`src/common/rv_pkg.sv`:
```
`default_nettype none

package rv_pkg;

    localparam int XLEN = 32;

    typedef logic [XLEN-1:0] word_t;
    typedef logic [4:0]      reg_idx_t;

    localparam logic [6:0] OPC_OP     = 7'b0110011;
    localparam logic [6:0] OPC_OP_IMM = 7'b0010011;
    localparam logic [6:0] OPC_LOAD   = 7'b0000011;
    localparam logic [6:0] OPC_STORE  = 7'b0100011;
    localparam logic [6:0] OPC_BRANCH = 7'b1100011;
    localparam logic [6:0] OPC_JAL    = 7'b1101111;
    localparam logic [6:0] OPC_JALR   = 7'b1100111;
    localparam logic [6:0] OPC_LUI    = 7'b0110111;
    localparam logic [6:0] OPC_AUIPC  = 7'b0010111;

    typedef union packed {
        struct packed {
            logic [6:0] funct7;
            reg_idx_t   rs2;
            reg_idx_t   rs1;
            logic [2:0] funct3;
            reg_idx_t   rd;
            logic [6:0] opcode;
        } r;
        struct packed {
            logic [11:0] imm;
            reg_idx_t    rs1;
            logic [2:0]  funct3;
            reg_idx_t    rd;
            logic [6:0]  opcode;
        } i;
        struct packed {
            logic [6:0] imm_hi;
            reg_idx_t   rs2;
            reg_idx_t   rs1;
            logic [2:0] funct3;
            logic [4:0] imm_lo;
            logic [6:0] opcode;
        } s;
        struct packed {
            logic       imm_12;
            logic [5:0] imm_10_5;
            reg_idx_t   rs2;
            reg_idx_t   rs1;
            logic [2:0] funct3;
            logic [3:0] imm_4_1;
            logic       imm_11;
            logic [6:0] opcode;
        } b;
        struct packed {
            logic [19:0] imm;
            reg_idx_t    rd;
            logic [6:0]  opcode;
        } u;
        struct packed {
            logic       imm_20;
            logic [9:0] imm_10_1;
            logic       imm_11;
            logic [7:0] imm_19_12;
            reg_idx_t   rd;
            logic [6:0] opcode;
        } j;
    } inst_t;

    typedef enum logic [5:0] {
        OP_NOP, // zero, so a cleared stage is a bubble
        OP_ADD, OP_SUB, OP_AND, OP_OR, OP_XOR, OP_SLL, OP_SRL, OP_SRA, OP_SLT, OP_SLTU,
        OP_ADDI, OP_ANDI, OP_ORI, OP_XORI, OP_SLLI, OP_SRLI, OP_SRAI, OP_SLTI, OP_SLTIU,
        OP_LUI, OP_AUIPC,
        OP_BEQ, OP_BNE, OP_BLT, OP_BGE, OP_BLTU, OP_BGEU, OP_JAL, OP_JALR,
        OP_LW, OP_SW, OP_SB
    } op_e;

    typedef struct packed {
        op_e      op;
        reg_idx_t rd;
        reg_idx_t rs1;
        reg_idx_t rs2;
        word_t    imm;
    } decoded_t;

    typedef struct packed {
        decoded_t dec;
        word_t    a;
        word_t    b;
        word_t    pc;
        logic     valid;
    } stage_t;

    typedef struct packed {
        logic     we;
        reg_idx_t rd;
        word_t    data;
    } wb_t;

    typedef struct packed {
        logic       strobe;
        logic [9:0] idx;
        word_t      word;
    } prog_write_t;

    typedef struct packed {
        logic       valid;
        logic [7:0] data;
    } uart_tx_t;

endpackage

`default_nettype wire

```
`src/decode/register_file.sv`:
```
`timescale 1ns/1ps
`default_nettype none

module register_file import rv_pkg::*; (
    input  wire      clk,
    input  reg_idx_t i_rs1,
    input  reg_idx_t i_rs2,
    input  wb_t      i_wb,
    output word_t    o_a,
    output word_t    o_b
);

    word_t regs [1:31]; // x0 is not stored

    always_ff @(posedge clk) begin
        if (i_wb.we && i_wb.rd != 5'd0) begin
            regs[i_wb.rd] <= i_wb.data;
        end
    end

    // x0 check first so a write to x0 is never bypassed
    always_comb begin
        if (i_rs1 == 5'd0) o_a = '0;
        else if (i_wb.we && i_wb.rd == i_rs1) o_a = i_wb.data;
        else o_a = regs[i_rs1];
    end

    always_comb begin
        if (i_rs2 == 5'd0) o_b = '0;
        else if (i_wb.we && i_wb.rd == i_rs2) o_b = i_wb.data;
        else o_b = regs[i_rs2];
    end

endmodule

`default_nettype wire

```
`config.mk`:
```
export PLATFORM = sky130hd
export DESIGN_NAME = register_file
export DESIGN_NICKNAME = d
export VERILOG_FILES = /design/src/common/rv_pkg.sv /design/src/decode/register_file.sv
export SDC_FILE = /design/constraint.sdc
export NUM_CORES = 1
export LEC_CHECK = 0
export BUFFER_PORTS_ARGS = -buffer_cell sky130_fd_sc_hd__buf_2
export CAP_MARGIN = 10
export CORE_MARGIN = 5
export CORE_UTILIZATION = 60
export DETAILED_ROUTE_END_ITERATION = 8
export GPL_ROUTABILITY_DRIVEN = 1
export PLACE_DENSITY = 0.77
export SYNTH_ARGS = -nofsm -noshare
export SYNTH_HDL_FRONTEND = slang
export SYNTH_SLANG_ARGS = --single-unit
export TNS_END_PERCENT = 100
```
`constraint.sdc`:
```
create_clock -name clk -period 3.2 [get_ports clk]
set_input_delay 0.16 -clock clk [delete_from_list [all_inputs] [get_ports clk]]
set_output_delay 0.16 -clock clk [all_outputs]
set_load 0.03 [all_outputs]
```
Yosys cells after proc, flatten, opt, wreduce, memory -nomap -nowiden
Memory sizes are Yosys's and may differ from the RTL's. Index checks and enable logic that the tools add are counted. W data, S select, Z words.

Bits of input ports: 49. Memories kept: 1. Flip-flop bits (word level): 0. Word-level logic and storage cells: 15. RAM bits: 992.

Memories: regs (words 31, bits a word 32, rd ports 2, clocked after Yosys merged registers in 0, wr ports 1, RTL line register_file.sv:13) `word_t regs [1:31];`.

Reductions and logical operators: 6. Equal/unequal tests: 2. Mux-type cells: 6.

Operator list (count): $mux W32 (4); $eq A5 B5 Y1 (2); $logic_not A5 Y1 (2); $reduce_bool A5 Y1 (1); $logic_and A1 B1 Y1 (3); $mux W1 (2).

Depth between registers and ports, before layout
Gate-level depths: netlist of run 1.

Word-level depth: 4. Mapped depth: 10. Depth with buffers taken out: 5.

Worst setup path before layout of run 1
Ideal clock, no wire load.

Path type: input to register. Start: input port i_wb[37] in the netlist's numbering. End: memory regs[28][0] in the netlist's numbering (enable). Path buffers: 2. Setup time: 421 ps. Arrival time: 2344 ps. Setup slack: 435 ps. Required time: 2779 ps. Cell stages on the path: 4. Cells stage by stage: clkbuf_1 -> or3b_2 -> clkbuf_1 -> nor2_1.

Cells in the longest elaborated chain, start to end: 3.

Ends and longest elaborated chain: start: declaration (RTL line register_file.sv:8) `input wb_t i_wb,`; $logic_and A1 B1 Y1 (RTL line register_file.sv:16) `if (i_wb.we && i_wb.rd != 5'd0) begin`; $mux W1 (RTL line register_file.sv:16); $mux W1 (not written as such) (RTL line register_file.sv:17) `regs[i_wb.rd] <= i_wb.data;`; end: declaration (RTL line register_file.sv:13).

Every way passes these cells.

==> results of run 1 <==
-- how the worst max path moves through the flow --
stage,from,slack (ns),to
6_report,regs[27][26]$_DFFE_PP_,0.1,o_a[26]
5_1_grt,regs[31][26]$_DFFE_PP_,0.06,o_a[26]
4_1_cts,regs[27][26]$_DFFE_PP_,0.20,o_a[26]
3_5_place_dp,i_rs2[1],0.32,o_b[5]
3_3_place_gp,i_rs2[1],0.34,o_b[2]
2_1_floorplan,i_wb[37],0.44,regs[28][0]$_DFFE_PP_
-- metrics by stage --
stage / utilization [%] / power (W)
finish: 68.0 / 0.0284
global route: 68.0 / 0.0291
CTS: 68.0 / 0.0283
detailed placement: 64.2 / 0.0178
global placement: 64.2 / 0.0177
floorplan: - / 0.0166
-- cells in the final DEF (no fill, tap or decap), drive strengths merged, types with 3 or more instances in the layout --
master,n
o2111ai,37
clkbuf,126
o21ai,31
nand2b,5
a311oi,18
o22ai,77
nor2b,30
a2bb2oi,19
mux2,91
mux2i,272
a32o,31
a2111o,31
clkinvlp,3
o41ai,24
nor3,21
inv,11
a211oi,58
o211ai,21
mux4,303
a22oi,31
nor4,3
xor2,4
nor2,73
edfxtp,992
xnor2,6
a21oi,61
a32oi,19
or3b,3
nand2,154
a22o,21
nand3b,7
dlygate4sd3,3
clkinv,42
a221oi,13
buf,268
a31oi,20
a2111oi,12
nand3,16
-- where the power goes --
| part | internal, W | total, W | switching (W) |
|---|---|---|---|
| Sequential | 0.0145 | 0.0145 | 0.0000717 |
| Clock | 0.00587 | 0.0108 | 0.00493 |
| Combinational | 0.00110 | 0.00306 | 0.00197 |
-- critical path: cells and delay by family, from the launching register on --
| family | cells | cell delay [ns] |
|---|---|---|
| mux | 2 | 0.75 |
| compound gates | 1 | 0.46 |
| simple gates | 2 | 0.48 |
| buf+inv | 1 | 0.18 |
| flops | 1 | 0.40 |
-- per-layer routing --
layer  GRT usage, %  part of all wire, %  vias up
met1           46.3                   34    15800
met3           12.5                   16      674
met2           51.8                   44     2954
met4           18.0                  6.5       20
li1               -                    -    12000
met5              0                0.084        -
-- cell families (layout without fill, tap and decap cells) --
| group | after synthesis | count (layout) | synth area share [%] |
|---|---|---|---|
| AO/OA/AOI/OAI | 527 | 527 | 8.49 |
| multiplexers | 666 | 666 | 22.5 |
| flip-flops | 992 | 992 | 63.1 |
| buffers and inverters | 244 | 455 | 2.73 |
| other | 0 | 2 | 0 |
| XOR/XNOR | 10 | 10 | 0.186 |
| AND/OR/NAND/NOR | 320 | 320 | 3.00 |
-- final cells by class --
type / instances / area share, %
clock buffers: 126 / 4.88
clock inverters: 55 / 0.674
repair buffers: 271 / 4.55
flip-flops and latches: 992 / 56.3
inverters: 3 / 0.0213
diodes: 2 / 0.00946
well taps: 1040 / 2.46
multi-input cells: 1523 / 31.1
==> impl_metrics.env, run 1 <==
export IMPL_die_area_sq_um=84400
export IMPL_yosysUniqueCellTypes=51
export IMPL_synthArstFlopShare_pct=0
export IMPL_vdd_ir_drop_max_v=0.000472
export IMPL_htreeDepth=3
export IMPL_cts_sinks=992
export IMPL_required_ns=3.04
export IMPL_coreArea_sq_um=77700
export IMPL_slew_viol_final=0
export IMPL_yosysWarnings=0
export IMPL_start_util_pct=60.7
export IMPL_min_path_type="input pin to flop"
export IMPL_grt_start_max_net_pins=97
export IMPL_largest_register_ffs=992
export IMPL_synth_common_cells="992 x edfxtp_1, 303 x mux4_2, 272 x mux2i_1"
export IMPL_power_leakage_nw=17.3
export IMPL_fillCellCount=4843
export IMPL_row_count=102
export IMPL_start_kind="flop"
export IMPL_grt_remaining_overflow=0
export IMPL_vias=31400
export IMPL_ys_flop_type="edfxtp_1"
export IMPL_cts_buffer_depth=3
export IMPL_first_global_vias=31000
export IMPL_synth_cell_area_sq_um=47200
export IMPL_synthCells=2759
export IMPL_antenna_found_initial=10
export IMPL_max_stage_delay_ns=0.48
export IMPL_drive_gt1_share_pct=28.4
export IMPL_fin_setup_tns_ns=0
export IMPL_hold_ws_ns=0.00389
export IMPL_max_slew_margin_pct=23.6
export IMPL_ios=113
export IMPL_placed_cells=3826
export IMPL_cp_end_kind="output pin"
export IMPL_regArea_sq_um=29800
export IMPL_avgSynthCellArea_sq_um=17.1
export IMPL_drc_errors=0
export IMPL_yosysMostFrequentCell="edfxtp_1"
export IMPL_grt_total_usage_pct=35.0
export IMPL_yosysTopAreaCellShare_pct=63.1
export IMPL_powerDensity_nw_per_um2=537
export IMPL_final_cell_count_no_fill=4012
export IMPL_drv_cap=0
export IMPL_cp_slowest_cell="mux4_2"
export IMPL_tightestPinTransition_ns=1.15
export IMPL_dpl_hpwl_mm=91.8
export IMPL_numCtsBuffers=98
export IMPL_setup_worst_path_class="flop to output pin"
export IMPL_min_period_over_period_pct=97.0
export IMPL_fmax_mhz=322
export IMPL_setup_ws_ns=0.0962
export IMPL_arrival_ns=2.94
export IMPL_min_path_cells=1
export IMPL_critPathMaxFanout=2
export IMPL_via_per_inst=7.83
export IMPL_hold_start="i_wb[1]"
export IMPL_tritoncts="yes"
export IMPL_post_dp_cell_area_sq_um=49900
export IMPL_first_pass_iters=6
export IMPL_setup_viol=0
export IMPL_die_w_microns=290
export IMPL_synth_edf_count=992
export IMPL_grt_pass1_wl_mm=216
export IMPL_path_clk_slew_ns=0.06
export IMPL_gp_congestion=0.909
export IMPL_syn_to_final_growth_pct=12.0
export IMPL_whs_endpoint="regs[14][1]$_DFFE_PP_"
export IMPL_ys_top_cells_by_area="edfxtp_1 63%, mux4_2 14%, mux2i_1 5.8%"
export IMPL_status="finished clean"
export IMPL_nets=2938
export IMPL_largest_registers="regs: 992 flops"
export IMPL_cts_root_buf="clkbuf_16"
export IMPL_ant_nets=0
export IMPL_top_register="regs"
export IMPL_dp_slack_ns=0.324
export IMPL_drt_total_wl_mm=151
export IMPL_design_area_sq_um=52900
export IMPL_multiInputGateArea_sq_um=16400
export IMPL_ctsResizeCount=0
export IMPL_synth_nets=2808
export IMPL_drt_iter0_drc=5279
export IMPL_fin_crit_ns=3.10
export IMPL_ys_ff_latch=992
export IMPL_synth_area_leader_cell="edfxtp_1"
export IMPL_ys_seq_area_share_pct=63.1
export IMPL_hold_violations=0
export IMPL_portBuffers=112
export IMPL_routedWlPerCell_microns=37.7
export IMPL_die_height_microns=290
export IMPL_post_cts_buffers=0
export IMPL_rsz0062_at_grt="false"
export IMPL_ctsHoldBuffers=3
export IMPL_crit_chain="mux4_2 -> mux2_2 -> nand2_1 -> nand3_1 -> a32o_1 -> buf_2"
Note: power is estimated with default switching activity, not from simulation.
==> run 2: changes to the inputs <==
--- a/config.mk
+++ b/config.mk
@@ -8,10 +8,9 @@
 export BUFFER_PORTS_ARGS = -buffer_cell sky130_fd_sc_hd__buf_2
 export CAP_MARGIN = 10
 export CORE_MARGIN = 5
-export CORE_UTILIZATION = 60
+export CORE_UTILIZATION = 25
 export DETAILED_ROUTE_END_ITERATION = 8
 export GPL_ROUTABILITY_DRIVEN = 1
-export PLACE_DENSITY = 0.77
 export SYNTH_ARGS = -nofsm -noshare
 export SYNTH_HDL_FRONTEND = slang
 export SYNTH_SLANG_ARGS = --single-unit
==> impl_metrics.env, run 2 (synthesis results as in run 1) <==
export IMPL_coreArea_sq_um=188000
export IMPL_fin_setup_tns_ns=0
export IMPL_start_kind="flop"
export IMPL_power_w=0.0294
export IMPL_cts_root_buf="clkbuf_16"
export IMPL_portBuffers=112
export IMPL_critPathMaxFanout=2
export IMPL_antenna_found_initial=10
export IMPL_grt_pass1_wl_mm=237
export IMPL_largest_register_ffs=992
export IMPL_gp_congestion=0.818
export IMPL_hold_violations=0
export IMPL_critPathBufInv=1
export IMPL_crit_chain="mux2i_1 -> a2bb2oi_1 -> a21oi_1 -> a2111o_1 -> a32o_1 -> buf_2"
export IMPL_grt_remaining_overflow=0
export IMPL_dpl_hpwl_mm=105
export IMPL_required_ns=3.04
export IMPL_vdd_ir_drop_max_v=0.000382
export IMPL_start_util_pct=25.1
export IMPL_tightestPinTransition_ns=0.919
export IMPL_final_cell_mix="992 x edfxtp_1, 303 x mux4_2, 272 x mux2i_1"
export IMPL_max_slew_margin_pct=38.6
export IMPL_die_w_microns=445
export IMPL_via_per_inst=5.47
export IMPL_cp_end_kind="output pin"
export IMPL_first_pass_iters=8
export IMPL_fmax_mhz=328
export IMPL_drt_iter0_drc=3443
export IMPL_tritoncts="yes"
export IMPL_drc_errors=0
export IMPL_min_path_type="input pin to flop"
export IMPL_drive_gt1_share_pct=30.7
export IMPL_whs_endpoint="regs[10][30]$_DFFE_PP_"
export IMPL_powerDensity_nw_per_um2=524
export IMPL_slew_viol_final=0
export IMPL_mostFrequentLayoutCell="edfxtp_1"
export IMPL_row_count=159
export IMPL_nets=3039
export IMPL_grt_total_usage_pct=16.7
export IMPL_syn_to_final_growth_pct=18.7
export IMPL_first_global_vias=30600
export IMPL_path_clk_slew_ns=0.07
export IMPL_cp_slowest_cell="a2111o_1"
export IMPL_die_height_microns=445
export IMPL_fin_crit_ns=3.05
export IMPL_hold_ws_ns=0.170
export IMPL_min_path_cells=3
export IMPL_htreeDepth=3
export IMPL_die_area_sq_um=198000
export IMPL_min_period_over_period_pct=95.3
export IMPL_top_register="regs"
export IMPL_max_stage_delay_ns=0.41
export IMPL_numCtsBuffers=95
export IMPL_ios=113
export IMPL_multiInputGateArea_sq_um=16500
export IMPL_routedWlPerCell_microns=30.9
export IMPL_grt_start_max_net_pins=86
export IMPL_rsz0062_at_grt="false"
export IMPL_setup_viol=0
export IMPL_arrival_ns=2.89
export IMPL_drv_cap=0
export IMPL_hold_start="i_wb[33]"
export IMPL_regArea_sq_um=29800
export IMPL_setup_worst_path_class="flop to output pin"
export IMPL_ant_nets=0
export IMPL_crit_start="regs[3][11]$_DFFE_PP_"
export IMPL_fillCellCount=18500
export IMPL_vias=30500
export IMPL_power_leakage_nw=18.0
export IMPL_cts_sinks=992
export IMPL_cp_top_family="compound AO/OA/AOI/OAI gates"
export IMPL_status="finished clean"
export IMPL_largest_registers="regs: 992 flops"
export IMPL_drt_total_wl_mm=172
export IMPL_post_cts_buffers=0
export IMPL_cts_buffer_depth=3
-- run 2: changes by cell type in the layout (fill, tap and decap cells not counted), sizes merged --
cell         before  now
diode             2    7
bufinv            2   11
inv              11    6
clkbuf          126  104
clkinv           42   47
clkinvlp          3   10
buf             268  342
dlygate4sd3       3   32
-- run 2: timing repair --
item                                   in CTS  in global routing
gates resized for setup                     2                  2
hold buffers                               32                  0
setup endpoints to repair                   2                  2
endpoints found under the hold margin     911                  0
-- run 2: metal layers --
layer,up-vias,wire [microns],global-route usage [%],part of all wire (%)
li1,12200,-,-,-
met1,16000,63300,20.2,37
met2,1811,83100,28.1,48
met3,469,14500,3.05,8.4
met4,4,11100,9.88,6.5
met5,-,27,0,0.016
-- run 2: report_power, final --
part / leakage, nW / internal [W] / switching (W)
combinational: 7.51 / 0.00122 / 0.00211
clock: 1.52 / 0.00640 / 0.00512
sequential: 8.94 / 0.0145 / 0.0000655
-- run 2: per-stage QoR --
stage | std cells | setup slack, ns | utilization [%] | cell area (sq um)
floorplan | 2759 | 0.435 | - | 47200
global placement | 5356 | 0.0171 | 28.0 | 52600
detailed placement | 5356 | 0.00699 | 28.0 | 52600
CTS | 5562 | 0.0307 | 29.8 | 56000
global route | 5564 | 0.0664 | 29.8 | 56000
finish | 5569 | 0.150 | 29.8 | 56000
-- run 2: area by class of cell --
| class | instances | area share, % |
|---|---|---|
| diodes | 7 | 0.0313 |
| clock buffers | 103 | 4.33 |
| clock inverters | 71 | 1.24 |
| inverters | 3 | 0.0201 |
| multi-input cells | 1523 | 29.4 |
| flip-flops and latches | 992 | 53.1 |
| well taps | 2495 | 5.57 |
| repair buffers | 375 | 6.27 |
-- run 2: worst max path at each step --
stage	end	slack (ns)	cells after the start
2_1_floorplan	regs[28][0]$_DFFE_PP_	0.44	4
3_3_place_gp	o_b[6]	0.02	9
3_5_place_dp	o_b[6]	0.007	9
4_1_cts	o_b[16]	0.03	7
5_1_grt	o_b[3]	0.07	7
6_report	o_a[11]	0.15	6
-- run 2: worst min-delay path: cells and delay by family --
family | cells | cell delay [ns]
simple gates | 2 | 0.34
buf+inv | 1 | 0.17
