$ cat src/common/rv_pkg.sv
`default_nettype none

package rv_pkg;

    localparam int XLEN = 32;

    typedef logic [XLEN-1:0] word_t;
    typedef logic [4:0]      reg_idx_t;

    localparam logic [6:0] OPC_OP     = 7'b0110011;
    localparam logic [6:0] OPC_OP_IMM = 7'b0010011;
    localparam logic [6:0] OPC_LOAD   = 7'b0000011;
    localparam logic [6:0] OPC_STORE  = 7'b0100011;
    localparam logic [6:0] OPC_BRANCH = 7'b1100011;
    localparam logic [6:0] OPC_JAL    = 7'b1101111;
    localparam logic [6:0] OPC_JALR   = 7'b1100111;
    localparam logic [6:0] OPC_LUI    = 7'b0110111;
    localparam logic [6:0] OPC_AUIPC  = 7'b0010111;

    typedef union packed {
        struct packed {
            logic [6:0] funct7;
            reg_idx_t   rs2;
            reg_idx_t   rs1;
            logic [2:0] funct3;
            reg_idx_t   rd;
            logic [6:0] opcode;
        } r;
        struct packed {
            logic [11:0] imm;
            reg_idx_t    rs1;
            logic [2:0]  funct3;
            reg_idx_t    rd;
            logic [6:0]  opcode;
        } i;
        struct packed {
            logic [6:0] imm_hi;
            reg_idx_t   rs2;
            reg_idx_t   rs1;
            logic [2:0] funct3;
            logic [4:0] imm_lo;
            logic [6:0] opcode;
        } s;
        struct packed {
            logic       imm_12;
            logic [5:0] imm_10_5;
            reg_idx_t   rs2;
            reg_idx_t   rs1;
            logic [2:0] funct3;
            logic [3:0] imm_4_1;
            logic       imm_11;
            logic [6:0] opcode;
        } b;
        struct packed {
            logic [19:0] imm;
            reg_idx_t    rd;
            logic [6:0]  opcode;
        } u;
        struct packed {
            logic       imm_20;
            logic [9:0] imm_10_1;
            logic       imm_11;
            logic [7:0] imm_19_12;
            reg_idx_t   rd;
            logic [6:0] opcode;
        } j;
    } inst_t;

    typedef enum logic [5:0] {
        OP_NOP, // zero, so a cleared stage is a bubble
        OP_ADD, OP_SUB, OP_AND, OP_OR, OP_XOR, OP_SLL, OP_SRL, OP_SRA, OP_SLT, OP_SLTU,
        OP_ADDI, OP_ANDI, OP_ORI, OP_XORI, OP_SLLI, OP_SRLI, OP_SRAI, OP_SLTI, OP_SLTIU,
        OP_LUI, OP_AUIPC,
        OP_BEQ, OP_BNE, OP_BLT, OP_BGE, OP_BLTU, OP_BGEU, OP_JAL, OP_JALR,
        OP_LW, OP_SW, OP_SB
    } op_e;

    typedef struct packed {
        op_e      op;
        reg_idx_t rd;
        reg_idx_t rs1;
        reg_idx_t rs2;
        word_t    imm;
    } decoded_t;

    typedef struct packed {
        decoded_t dec;
        word_t    a;
        word_t    b;
        word_t    pc;
        logic     valid;
    } stage_t;

    typedef struct packed {
        logic     we;
        reg_idx_t rd;
        word_t    data;
    } wb_t;

    typedef struct packed {
        logic       strobe;
        logic [9:0] idx;
        word_t      word;
    } prog_write_t;

    typedef struct packed {
        logic       valid;
        logic [7:0] data;
    } uart_tx_t;

endpackage

`default_nettype wire

$ cat src/decode/instr_decoder.sv
`timescale 1ns/1ps
`default_nettype none

module instr_decoder import rv_pkg::*; (
    input  inst_t    i_inst,
    output decoded_t o_dec
);

    word_t imm_i;
    word_t imm_s;
    word_t imm_b;
    word_t imm_u;
    word_t imm_j;

    assign imm_i = {{20{i_inst.i.imm[11]}}, i_inst.i.imm};
    assign imm_s = {{20{i_inst.s.imm_hi[6]}}, i_inst.s.imm_hi, i_inst.s.imm_lo};
    assign imm_b = {{19{i_inst.b.imm_12}}, i_inst.b.imm_12, i_inst.b.imm_11,
                    i_inst.b.imm_10_5, i_inst.b.imm_4_1, 1'b0};
    assign imm_u = {i_inst.u.imm, 12'h000};
    assign imm_j = {{11{i_inst.j.imm_20}}, i_inst.j.imm_20, i_inst.j.imm_19_12,
                    i_inst.j.imm_11, i_inst.j.imm_10_1, 1'b0};

    always_comb begin
        o_dec.op  = OP_NOP;
        o_dec.rd  = i_inst.r.rd; // index fields sit at the same bits in every format
        o_dec.rs1 = i_inst.r.rs1;
        o_dec.rs2 = i_inst.r.rs2;
        o_dec.imm = '0;
        case (i_inst.r.opcode)
            OPC_OP: begin
                case ({i_inst.r.funct7, i_inst.r.funct3})
                    {7'h00, 3'b000}: o_dec.op = OP_ADD;
                    {7'h20, 3'b000}: o_dec.op = OP_SUB;
                    {7'h00, 3'b001}: o_dec.op = OP_SLL;
                    {7'h00, 3'b010}: o_dec.op = OP_SLT;
                    {7'h00, 3'b011}: o_dec.op = OP_SLTU;
                    {7'h00, 3'b100}: o_dec.op = OP_XOR;
                    {7'h00, 3'b101}: o_dec.op = OP_SRL;
                    {7'h20, 3'b101}: o_dec.op = OP_SRA;
                    {7'h00, 3'b110}: o_dec.op = OP_OR;
                    {7'h00, 3'b111}: o_dec.op = OP_AND;
                    default:         o_dec.op = OP_NOP;
                endcase
            end
            OPC_OP_IMM: begin
                o_dec.imm = imm_i;
                case (i_inst.i.funct3)
                    3'b000: o_dec.op = OP_ADDI;
                    3'b010: o_dec.op = OP_SLTI;
                    3'b011: o_dec.op = OP_SLTIU;
                    3'b100: o_dec.op = OP_XORI;
                    3'b110: o_dec.op = OP_ORI;
                    3'b111: o_dec.op = OP_ANDI;
                    3'b001: o_dec.op = (i_inst.r.funct7 == 7'h00) ? OP_SLLI : OP_NOP;
                    3'b101: begin
                        if (i_inst.r.funct7 == 7'h00) o_dec.op = OP_SRLI;
                        else if (i_inst.r.funct7 == 7'h20) o_dec.op = OP_SRAI;
                    end
                    default: o_dec.op = OP_NOP;
                endcase
            end
            OPC_LOAD: begin
                o_dec.imm = imm_i;
                if (i_inst.i.funct3 == 3'b010) o_dec.op = OP_LW;
            end
            OPC_STORE: begin
                o_dec.imm = imm_s;
                if (i_inst.s.funct3 == 3'b000) o_dec.op = OP_SB;
                else if (i_inst.s.funct3 == 3'b010) o_dec.op = OP_SW;
            end
            OPC_BRANCH: begin
                o_dec.imm = imm_b;
                case (i_inst.b.funct3)
                    3'b000:  o_dec.op = OP_BEQ;
                    3'b001:  o_dec.op = OP_BNE;
                    3'b100:  o_dec.op = OP_BLT;
                    3'b101:  o_dec.op = OP_BGE;
                    3'b110:  o_dec.op = OP_BLTU;
                    3'b111:  o_dec.op = OP_BGEU;
                    default: o_dec.op = OP_NOP;
                endcase
            end
            OPC_JAL: begin
                o_dec.imm = imm_j;
                o_dec.op  = OP_JAL;
            end
            OPC_JALR: begin
                o_dec.imm = imm_i;
                if (i_inst.i.funct3 == 3'b000) o_dec.op = OP_JALR;
            end
            OPC_LUI: begin
                o_dec.imm = imm_u;
                o_dec.op  = OP_LUI;
            end
            OPC_AUIPC: begin
                o_dec.imm = imm_u;
                o_dec.op  = OP_AUIPC;
            end
            default: o_dec.op = OP_NOP;
        endcase
    end

endmodule

`default_nettype wire

$ cat config.mk
export PLATFORM = sky130hd
export DESIGN_NAME = instr_decoder
export DESIGN_NICKNAME = d
export VERILOG_FILES = /design/src/common/rv_pkg.sv /design/src/decode/instr_decoder.sv
export SDC_FILE = /design/constraint.sdc
export NUM_CORES = 1
export LEC_CHECK = 0
export BUFFER_PORTS_ARGS = -buffer_cell sky130_fd_sc_hd__buf_2
export CAP_MARGIN = 20
export CELL_PAD_IN_SITES_DETAIL_PLACEMENT = 0
export CELL_PAD_IN_SITES_GLOBAL_PLACEMENT = 1
export CORE_UTILIZATION = 25
export DETAILED_ROUTE_END_ITERATION = 10
export PLACE_DENSITY = 0.94
export SETUP_SLACK_MARGIN = 0.2
export SLEW_MARGIN = 40
export SYNTH_ARGS = -nofsm -noshare
export SYNTH_HDL_FRONTEND = slang
export SYNTH_SLANG_ARGS = --single-unit
export TNS_END_PERCENT = 20
$ cat constraint.sdc
create_clock -name vclk -period 3.3
set_clock_uncertainty 0.05 [all_clocks]
set_input_delay 0.66 -clock vclk [all_inputs]
set_output_delay 0.66 -clock vclk [all_outputs]
set_load 0.01 [all_outputs]
Yosys cells after proc, flatten, opt, wreduce, memory -nomap -nowiden
Cells that the tools add are included.
- flip-flop bits (word level): 0
- bits in latches: 0
- memory bits (writable): 0
- ROM bits: 0
- input bits: 32
- logic and storage cells: 43
- memories: 0
- $add $sub $neg: 0
- multiply operators: 0
- divide/modulo/power cells: 0
- order comparisons: 0
- equal/unequal tests: 26
- shifts and indexed selects: 0
- muxes and demuxes: 12
- bitwise gates (word level): 0
- reduce and logical (&&, ||, !) cells: 5
- operator list (operator ; number):
    case mux 32 bit (5 select lines) ; 1
    case mux 6 bit (9 select lines) ; 1
    case mux 6 bit (8 select lines) ; 1
    == test 10 x 3 -> 1 bit (second input constant) ; 4
    case mux 4 bit (10 select lines) ; 1
    case mux 5 bit (6 select lines) ; 1
    == test 7 x 6 -> 1 bit (second input constant) ; 4
    2-to-1 mux 5 bit ; 5
    == test 7 bit (second input constant) ; 3
    == test 10 x 2 -> 1 bit (second input constant) ; 2
    == test 10 x 9 -> 1 bit (second input constant) ; 2
    == test 7 x 5 -> 1 bit (second input constant) ; 2
    == test 3 bit (second input constant) ; 4
    == test 10 x 1 -> 1 bit (second input constant) ; 1
    logical NOT 10 bit ; 1
    == test 7 x 2 -> 1 bit (second input constant) ; 1
    logical NOT 7 bit ; 1
    == test 3 x 2 -> 1 bit (second input constant) ; 2
    2-to-1 mux 6 bit ; 1
    2-to-1 mux 4 bit ; 1
    == test 3 x 1 -> 1 bit (second input constant) ; 1
    logical NOT 3 bit ; 1
    OR reduction 3 bit ; 1
    OR reduction 2 bit ; 1

Depth between registers and ports, before layout
Gate-level depths: netlist of run 1.
- depth after elaboration: 5
- mapped depth: 6
- gate-level depth less buffers: 4

Least setup slack after synthesis of run 1
OpenSTA, ideal clock, no wires.
- kind: input-to-output
- start point: in i_inst[31] in the netlist's numbering
- end point: out o_dec[47] in the netlist's numbering
- data arrival time: 2.147 ns
- data required time: 2.590 ns
- slack: 0.443 ns
- stages on the path: 4
- path buffers: 0
- cell sequence: or4_4 > or2_0 > or4_1 > o2111ai_1
- RTL lines (what ; RTL line ; text):
    start: declaration ; instr_decoder.sv:5 ; input inst_t i_inst,
    end: declaration ; instr_decoder.sv:6 ; output decoded_t o_dec

==> results of run 1 <==
[synth_stat cells, types with 4 or more instances]
library cell / number / area (sq um)
inv_1: 4 / 15.0
clkbuf_1: 9 / 33.8
nand2b_1: 5 / 31.3
a22o_1: 4 / 35.0
nor3_1: 4 / 20.0
nand2_1: 26 / 97.6
nor2_1: 10 / 37.5
a21o_1: 11 / 82.6
nor2b_1: 8 / 50.1
buf_4: 15 / 113
o21ai_0: 7 / 35.0
[cell type report]
type / instances / area [sq um] / area share (%)
inverter: 4 / 15.0 / 1.07
timing repair buffer: 89 / 462 / 32.9
tap: 48 / 60.1 / 4.27
multi-input combinational: 134 / 868 / 61.8
[report_power, final]
| part | switching (uW) | internal, uW |
|---|---|---|
| Clock | 0 | 0 |
| Sequential | 0 | 0 |
| Combinational | 68.7 | 50.5 |
[worst max-delay path by stage]
stage / endpoint / slack [ns] / depth (start not counted)
after floorplan: o_dec[47] / 0.44 / 4
after global placement: o_dec[47] / 0.19 / 6
after detailed placement: o_dec[47] / 0.17 / 6
after CTS: o_dec[47] / 0.20 / 6
after global routing: o_dec[21] / 0.21 / 6
final: o_dec[47] / 0.27 / 6
[metal layers]
layer | GRT usage (%) | vias up | share of wire, %
met4 | 2.99 | 0 | 0.87
met3 | 0.347 | 2 | 6.7
met2 | 27.1 | 67 | 47
met1 | 24.5 | 633 | 45
met5 | 0 | - | 0
li1 | - | 717 | -
[kinds of logic (layout without fill, tap and decap cells)]
logic type | after synthesis | count (layout) | share of synthesized area (%)
AND/OR/NAND/NOR | 86 | 86 | 47.4
AO/OA/AOI/OAI | 46 | 46 | 34.6
buffers and inverters | 28 | 93 | 16.0
multiplexers | 2 | 2 | 1.99
[per-stage QoR]
| step | hold WS, ns | utilization [%] |
|---|---|---|
| after global placement | 1.47 | 36.3 |
| after global routing | 1.47 | 37.3 |
| after detailed placement | 1.47 | 36.3 |
| after CTS | 1.47 | 37.1 |
| final | 1.47 | 37.3 |
| after floorplan | 1.36 | - |
[layout by cell type (no fill, tap or decap), drive strengths merged, types with 2 or more instances in the layout]
cell and n:
and3b 2, nor4 3, a21o 11, nand3b 2
or3 2, nor2 10, o21ai 9, a22o 4
inv 4, buf 89, nand2 26, o2111ai 3
or2 3, and2 3, nor3b 2, nor3 4
nor2b 9, and3 3, a22oi 2, or4 3
nand2b 5, mux2i 2, nand3 3
[what timing repair did]
action	CTS	global route
hold buffers	0	0
pin swaps	4	2
setup endpoints to repair	2	13
gates resized for setup	5	2
setup buffers	1	0
==> results.yml, run 1 <==
worst_hold_path:
  hp-start: "i_inst[15]"
  min_to: "o_dec[37]"
  min_path_cells: 2
  hold_path.class: "in2out"
power_and_ir_drop:
  vdd.ir_drop.worst_mv: 0.0429
  p_total_uw: 119
  p_leak_uw: 0.000855
  p_per_area_mw_per_mm2: 84.9
routing:
  drc: 0
  via_count: 1419
  ant_nets: 0
  routed_wl_um: 3660
  first_iter_violations: 72
  viasPerCell: 5.16
  drt-wirelength-per-cell_um: 13.3
  firstDrtPassIters: 4
finish:
  instances_no_fill: 275
  drive_gt1_share_pct: 43.6
  regArea_sq_um: 0
  final.clkbuf_count: 0
  fillers: 410
  seq_cells: 0
  nets: 261
  fin_area_sq_mm: 0.00141
  area_growth_syn_to_layout_pct: 39.7
  antenna-diode-count: 0
global_route:
  grt_max_degree: 17
  antenna_found_initial: 0
  grt_pass1_wl_um: 5800
  grt_pass1_vias: 1245
  grt_overflow: 0
  globalRouteTotalUtil_pct: 16.7
placed_design:
  placedCellCount: 274
  dpl_cell_area_sq_mm: 0.00137
  dp_slack_ns: 0.173
  port-buffer-count: 85
  gp_congestion: 0.889
  post-dp-hpwl_um: 2840
synthesis:
  synth_seq_area_share_pct: 0
  ys_warn_count: 0
  syn_area_sq_mm: 0.00101
  synth_cells: 162
  syn_avg_cell_area_sq_um: 6.21
  synthDistinctLibCells: 51
  syn_nets: 194
die:
  io_pins: 85
  initial_core_util_pct: 26.7
  dieArea_sq_mm: 0.00428
  die_w_um: 65.4
  die_h_um: 65.4
  core_area_sq_mm: 0.00377
  num_rows: 22
setup_path:
  cp_slowest_stage_delay_ns: 0.53
  worst-path-max-fanout: 3
  cp_top_family: "simple AND/OR/NAND/NOR gates"
  cp_num_buf_inv: 2
  cp-end-kind: "output port"
  crit_top_cell: "or4_4"
  slowest_stage: "or4_4"
  crit_path_start: "i_inst[27]"
  worstSetupPathType: "in2out"
  cp.arrival_ns: 2.32
  cp.required_ns: 2.59
  startpoint_type: "input pin"
  crit_chain: "buf_6 > or4_4 > or2_4 > or4_4 > o2111ai_2 > buf_2"
job:
  maxCapViolCount: 0
sta:
  tightest_slew_ns: 0.876
  rsz0062_at_grt: "no"
  fmax_ghz: 0.330
  fin_crit_ns: 3.03
  max_slew_margin_pct: 41.6
  fin_setup_tns_ns: 0
  finalWorstSetupSlack_ns: 0.267
  drv_slew: 0
  hold_viol_final: 0
  setup_viol: 0
  period_share_pct: 91.9
status:
  status: "finished, final reports clean"
Power figures use the tool's default switching activity.
==> run 2, diff against run 1 <==
==> constraint.sdc (replaced) <==
create_clock -name vclk -period 3.3
set_clock_uncertainty 0.05 [all_clocks]
set_input_delay 0.33 -clock vclk [all_inputs]
set_output_delay 0.33 -clock vclk [all_outputs]
set_load 0.01 [all_outputs]
==> run 2 against run 1 <==
Effect of this change:
- core utilization down 1.5 points
- wire length down 7.1%
- clock-buffer cell count unchanged
- hold slack worse by 0.66 ns
==> results.yml, run 2 (synthesis gave the netlist of run 1 again) <==
global_route:
  antenna_found_initial: 0
  globalRouteTotalUtil_pct: 15.5
  grt_pass1_vias: 1197
  grt_pass1_wl_um: 5470
  grt_max_degree: 17
  grt_overflow: 0
placed_design:
  dp_slack_ns: 0.839
  post-dp-hpwl_um: 2720
  port-buffer-count: 85
  placedCellCount: 271
  gp_congestion: 0.879
finish:
  utilization_pct: 35.7
  nets: 257
  area_growth_syn_to_layout_pct: 34.0
  seq_cells: 0
  final_common_cell: "buf_2"
  mostFrequentLayoutCells: "buf_2 (85), nand2_1 (26), a21o_1 (11)"
  final.clkbuf_count: 0
  antenna-diode-count: 0
  regArea_sq_um: 0
  instances_no_fill: 271
  drive_gt1_share_pct: 41.3
die:
  dieArea_sq_mm: 0.00428
  die_h_um: 65.4
  num_rows: 22
  initial_core_util_pct: 26.7
  core_area_sq_mm: 0.00377
  io_pins: 85
  die_w_um: 65.4
sta:
  fmax_ghz: 0.407
  finalWorstSetupSlack_ns: 0.844
  rsz0062_at_grt: "no"
  fin_setup_tns_ns: 0
  fin_crit_ns: 2.46
  period_share_pct: 74.4
  drv_slew: 0
  tightest_slew_ns: 0.745
  hold_viol_final: 0
  setup_viol: 0
  max_slew_margin_pct: 50.3
routing:
  routed_wl_um: 3400
  via_count: 1416
  ant_nets: 0
  drc: 0
  viasPerCell: 5.23
  firstDrtPassIters: 4
  drt-wirelength-per-cell_um: 12.6
  first_iter_violations: 45
power_and_ir_drop:
  p_leak_uw: 0.000816
  vdd.ir_drop.worst_mv: 0.0412
  p_total_uw: 115
  p_per_area_mw_per_mm2: 85.4
setup_path:
  cp.arrival_ns: 2.08
  startpoint_type: "input pin"
  worstSetupPathType: "in2out"
  cp-end-kind: "output port"
  worst-path-max-fanout: 6
  cp.required_ns: 2.92
status:
  status: "finished, final reports clean"
clocking:
  holdBufCountCts: 0
  cts_setup_buffers: 0
  ctsResizeCount: 0
worst_hold_path:
  hold_path.class: "in2out"
job:
  maxCapViolCount: 0
run 2: cell count changes in the layout (fill, tap and decap cells not counted), sizes merged:
cell | previous run | this run
buf | 89 | 85
run 2: worst paths after layout:
kind,start,to,slack [ns],cells after the start
max,i_inst[31],o_dec[47],0.84,6
min,i_inst[17],o_dec[39],0.81,2
run 2: per-stage QoR:
step	hold WS [ns]	cell area (sq um)
3_3_place_gp	0.808	1350
5_1_grt	0.818	1350
6_report	0.809	1350
3_5_place_dp	0.810	1350
4_1_cts	0.810	1350
2_1_floorplan	0.702	1010
run 2: critical path: stages:
cell	delay, ns
buf_2	0.13
or4_4	0.57
or2_0	0.25
or4_1	0.43
o2111ai_1	0.20
buf_2	0.16
run 2: final cells by class:
class | instances | area, sq um
multi-input cells | 134 | 847
repair buffers | 85 | 425
fillers | 412 | 2420
well taps | 48 | 60.1
inverters | 4 | 15.0
run 2: report_power, final:
group | switching, uW | internal, uW | leakage (uW) | total (uW)
Clock | 0 | 0 | 0 | 0
Sequential | 0 | 0 | 0 | 0
Combinational | 66.7 | 48.4 | 0.000816 | 115
Total | 66.7 | 48.4 | 0.000816 | 115
run 2: per-layer routing:
metal	track usage (%)	vias up	wire [um]
li1	-	707	-
met1	22.3	634	1660
met2	25.5	69	1500
met3	0.174	6	180
met4	3.26	0	63
met5	0	-	0
==> run 3, diff against run 2 <==
--- a/config.mk
+++ b/config.mk
@@ -5,13 +5,14 @@
 export SDC_FILE = /design/constraint.sdc
 export NUM_CORES = 1
 export LEC_CHECK = 0
+export ABC_AREA = 1
 export BUFFER_PORTS_ARGS = -buffer_cell sky130_fd_sc_hd__buf_2
 export CAP_MARGIN = 20
 export CELL_PAD_IN_SITES_DETAIL_PLACEMENT = 0
 export CELL_PAD_IN_SITES_GLOBAL_PLACEMENT = 1
-export CORE_UTILIZATION = 25
+export CORE_UTILIZATION = 24
 export DETAILED_ROUTE_END_ITERATION = 10
-export PLACE_DENSITY = 0.94
+export PLACE_DENSITY = 0.93
 export SETUP_SLACK_MARGIN = 0.2
 export SLEW_MARGIN = 40
 export SYNTH_ARGS = -nofsm -noshare
==> constraint.sdc (replaced) <==
create_clock -name vclk -period 2.5
set_clock_uncertainty 0.05 [all_clocks]
set_input_delay 0.25 -clock vclk [all_inputs]
set_output_delay 0.25 -clock vclk [all_outputs]
set_load 0.01 [all_outputs]
==> run 3 against run 2 <==
Effect of this change:
- combinational power is 23% higher
- first-iteration DRC count is 150% higher
- synthesized cell count is 49% higher
- non-clock buffer count is 1 higher
- hold slack worse by 0.16 ns
- power is 23% higher
- critical path type unchanged
==> results.yml, run 3 <==
routing:
  drc: 0
  ant_nets: 0
  first_iter_violations: 111
  drt-wirelength-per-cell_um: 10.1
  via_count: 1625
  firstDrtPassIters: 4
  viasPerCell: 4.54
  routed_wl_um: 3600
setup_path:
  cp.arrival_ns: 1.48
  crit_top_cell: "nand2_1"
  cp.required_ns: 2.20
  worstSetupPathType: "in2out"
  slowest_stage: "nand2_1"
  worst-path-max-fanout: 12
  startpoint_type: "input pin"
  crit_chain: "buf_2 > inv_1 > nand2_1 > nor2_2 > buf_4 > o21ai_0 > nand2_1 > nand2_1 > o211ai_1 > buf_2"
  cp-end-kind: "output port"
  cp_slowest_stage_delay_ns: 0.26
synthesis:
  syn_area_sq_mm: 0.00111
  synth_common_cells: "nand2_1 (89), nor2_1 (35), inv_1 (34)"
  syn_avg_cell_area_sq_um: 4.59
  yosysTopAreaCellShare_pct: 30.1
  syn_nets: 274
  synth_most_common_cell: "nand2_1"
  ys_warn_count: 0
  yosys-top-cells-area: "nand2_1 (30%), nand3_1 (14%), nor2_1 (12%)"
  synth_seq_area_share_pct: 0
  synth_cells: 242
  yosys.area.top_type: "nand2_1"
  synthDistinctLibCells: 18
die:
  initial_core_util_pct: 25.2
  io_pins: 85
  core_area_sq_mm: 0.00441
  die_h_um: 70.0
  die_w_um: 70.0
  dieArea_sq_mm: 0.00491
  num_rows: 24
finish:
  final_common_cell: "nand2_1"
  mostFrequentLayoutCells: "nand2_1 (89), buf_2 (85), nor2_1 (35)"
  seq_cells: 0
  area_growth_syn_to_layout_pct: 29.3
  drive_gt1_share_pct: 31.4
  final.clkbuf_count: 0
  regArea_sq_um: 0
  nets: 340
  antenna-diode-count: 0
global_route:
  antenna_found_initial: 0
  grt_overflow: 0
  grt_pass1_wl_um: 6130
  globalRouteTotalUtil_pct: 14.3
  grt_max_degree: 13
  grt_pass1_vias: 1483
worst_hold_path:
  min_path_cells: 2
  min_to: "o_dec[44]"
  hold_path.class: "in2out"
  hp-start: "i_inst[9]"
placed_design:
  port-buffer-count: 85
  dp_slack_ns: 0.717
  gp_congestion: 0.925
  post-dp-hpwl_um: 3070
sta:
  period_share_pct: 71.2
  finalWorstSetupSlack_ns: 0.719
  setup_viol: 0
  drv_slew: 0
  fin_setup_tns_ns: 0
  hold_viol_final: 0
  tightest_slew_ns: 0.331
  fin_crit_ns: 1.78
  fmax_ghz: 0.562
  max_slew_margin_pct: 77.8
  rsz0062_at_grt: "no"
clocking:
  cts_setup_buffers: 0
  holdBufCountCts: 0
  ctsResizeCount: 0
power_and_ir_drop:
  vdd.ir_drop.worst_mv: 0.0255
  p_per_area_mw_per_mm2: 98.3
  p_leak_uw: 0.00106
job:
  maxCapViolCount: 0
status:
  status: "finished, final reports clean"
-- run 3: changes by cell type in the layout (fill, tap and decap cells not counted), sizes merged, moves of 4 or more --
| cell | before | now |
|---|---|---|
| a21o | 11 | 0 |
| a22o | 4 | 0 |
| inv | 4 | 36 |
| nand2 | 26 | 94 |
| nand2b | 5 | 0 |
| nand3 | 3 | 32 |
| nor2 | 10 | 37 |
| nor2b | 9 | 0 |
| o211ai | 1 | 6 |
-- run 3: layer usage --
metal	wire length (um)	global-route usage, %	vias up
met3	203	0.722	4
met4	41	2.67	0
met2	1660	24.8	60
met1	1700	19.5	699
li1	-	-	862
met5	0	0	-
-- run 3: layout make-up --
type	count	area, sq um
inverters	36	135
repair buffers	86	433
multi-input cells	184	803
fillers	520	2980
well taps	52	65.1
-- run 3: worst max path at each step --
stage | endpoint | slack [ns] | start | cells past startpoint
final | o_dec[29] | 0.72 | i_inst[3] | 10
after CTS | o_dec[27] | 0.71 | i_inst[3] | 10
after floorplan | o_dec[49] | 1.11 | i_inst[14] | 10
after global placement | o_dec[25] | 0.75 | i_inst[3] | 10
after detailed placement | o_dec[27] | 0.72 | i_inst[3] | 10
after global routing | o_dec[28] | 0.54 | i_inst[2] | 10
-- run 3: logic make-up (layout without fill, tap and decap cells) --
family                 count (synthesis)  in the layout  synth area share [%]
buffers and inverters                 58            122                  27.7
AND/OR/NAND/NOR                      171            171                  65.1
AO/OA/AOI/OAI                         13             13                  7.21
-- run 3: worst max-delay path: cells and delay by family --
kind	cells	cell delay (ns)
buffers and inverters	4	0.52
AOI/OAI and AO/OA	2	0.29
and+or+nand+nor	4	0.44
-- run 3: metrics by stage --
stage	power, uW	utilization, %	std cells	instance area [sq um]	hold slack, ns
after floorplan	92.4	-	242	1110	0.542
after detailed placement	141	32.5	358	1440	0.649
after global placement	141	32.5	358	1440	0.649
after CTS	142	32.5	358	1440	0.649
final	141	32.5	358	1440	0.648
after global routing	157	32.5	358	1440	0.655
-- run 3: report_power, final --
part           internal [uW]  switching, uW  total, uW
logic                   52.9           88.4        141
clock network              0              0          0
registers                  0              0          0
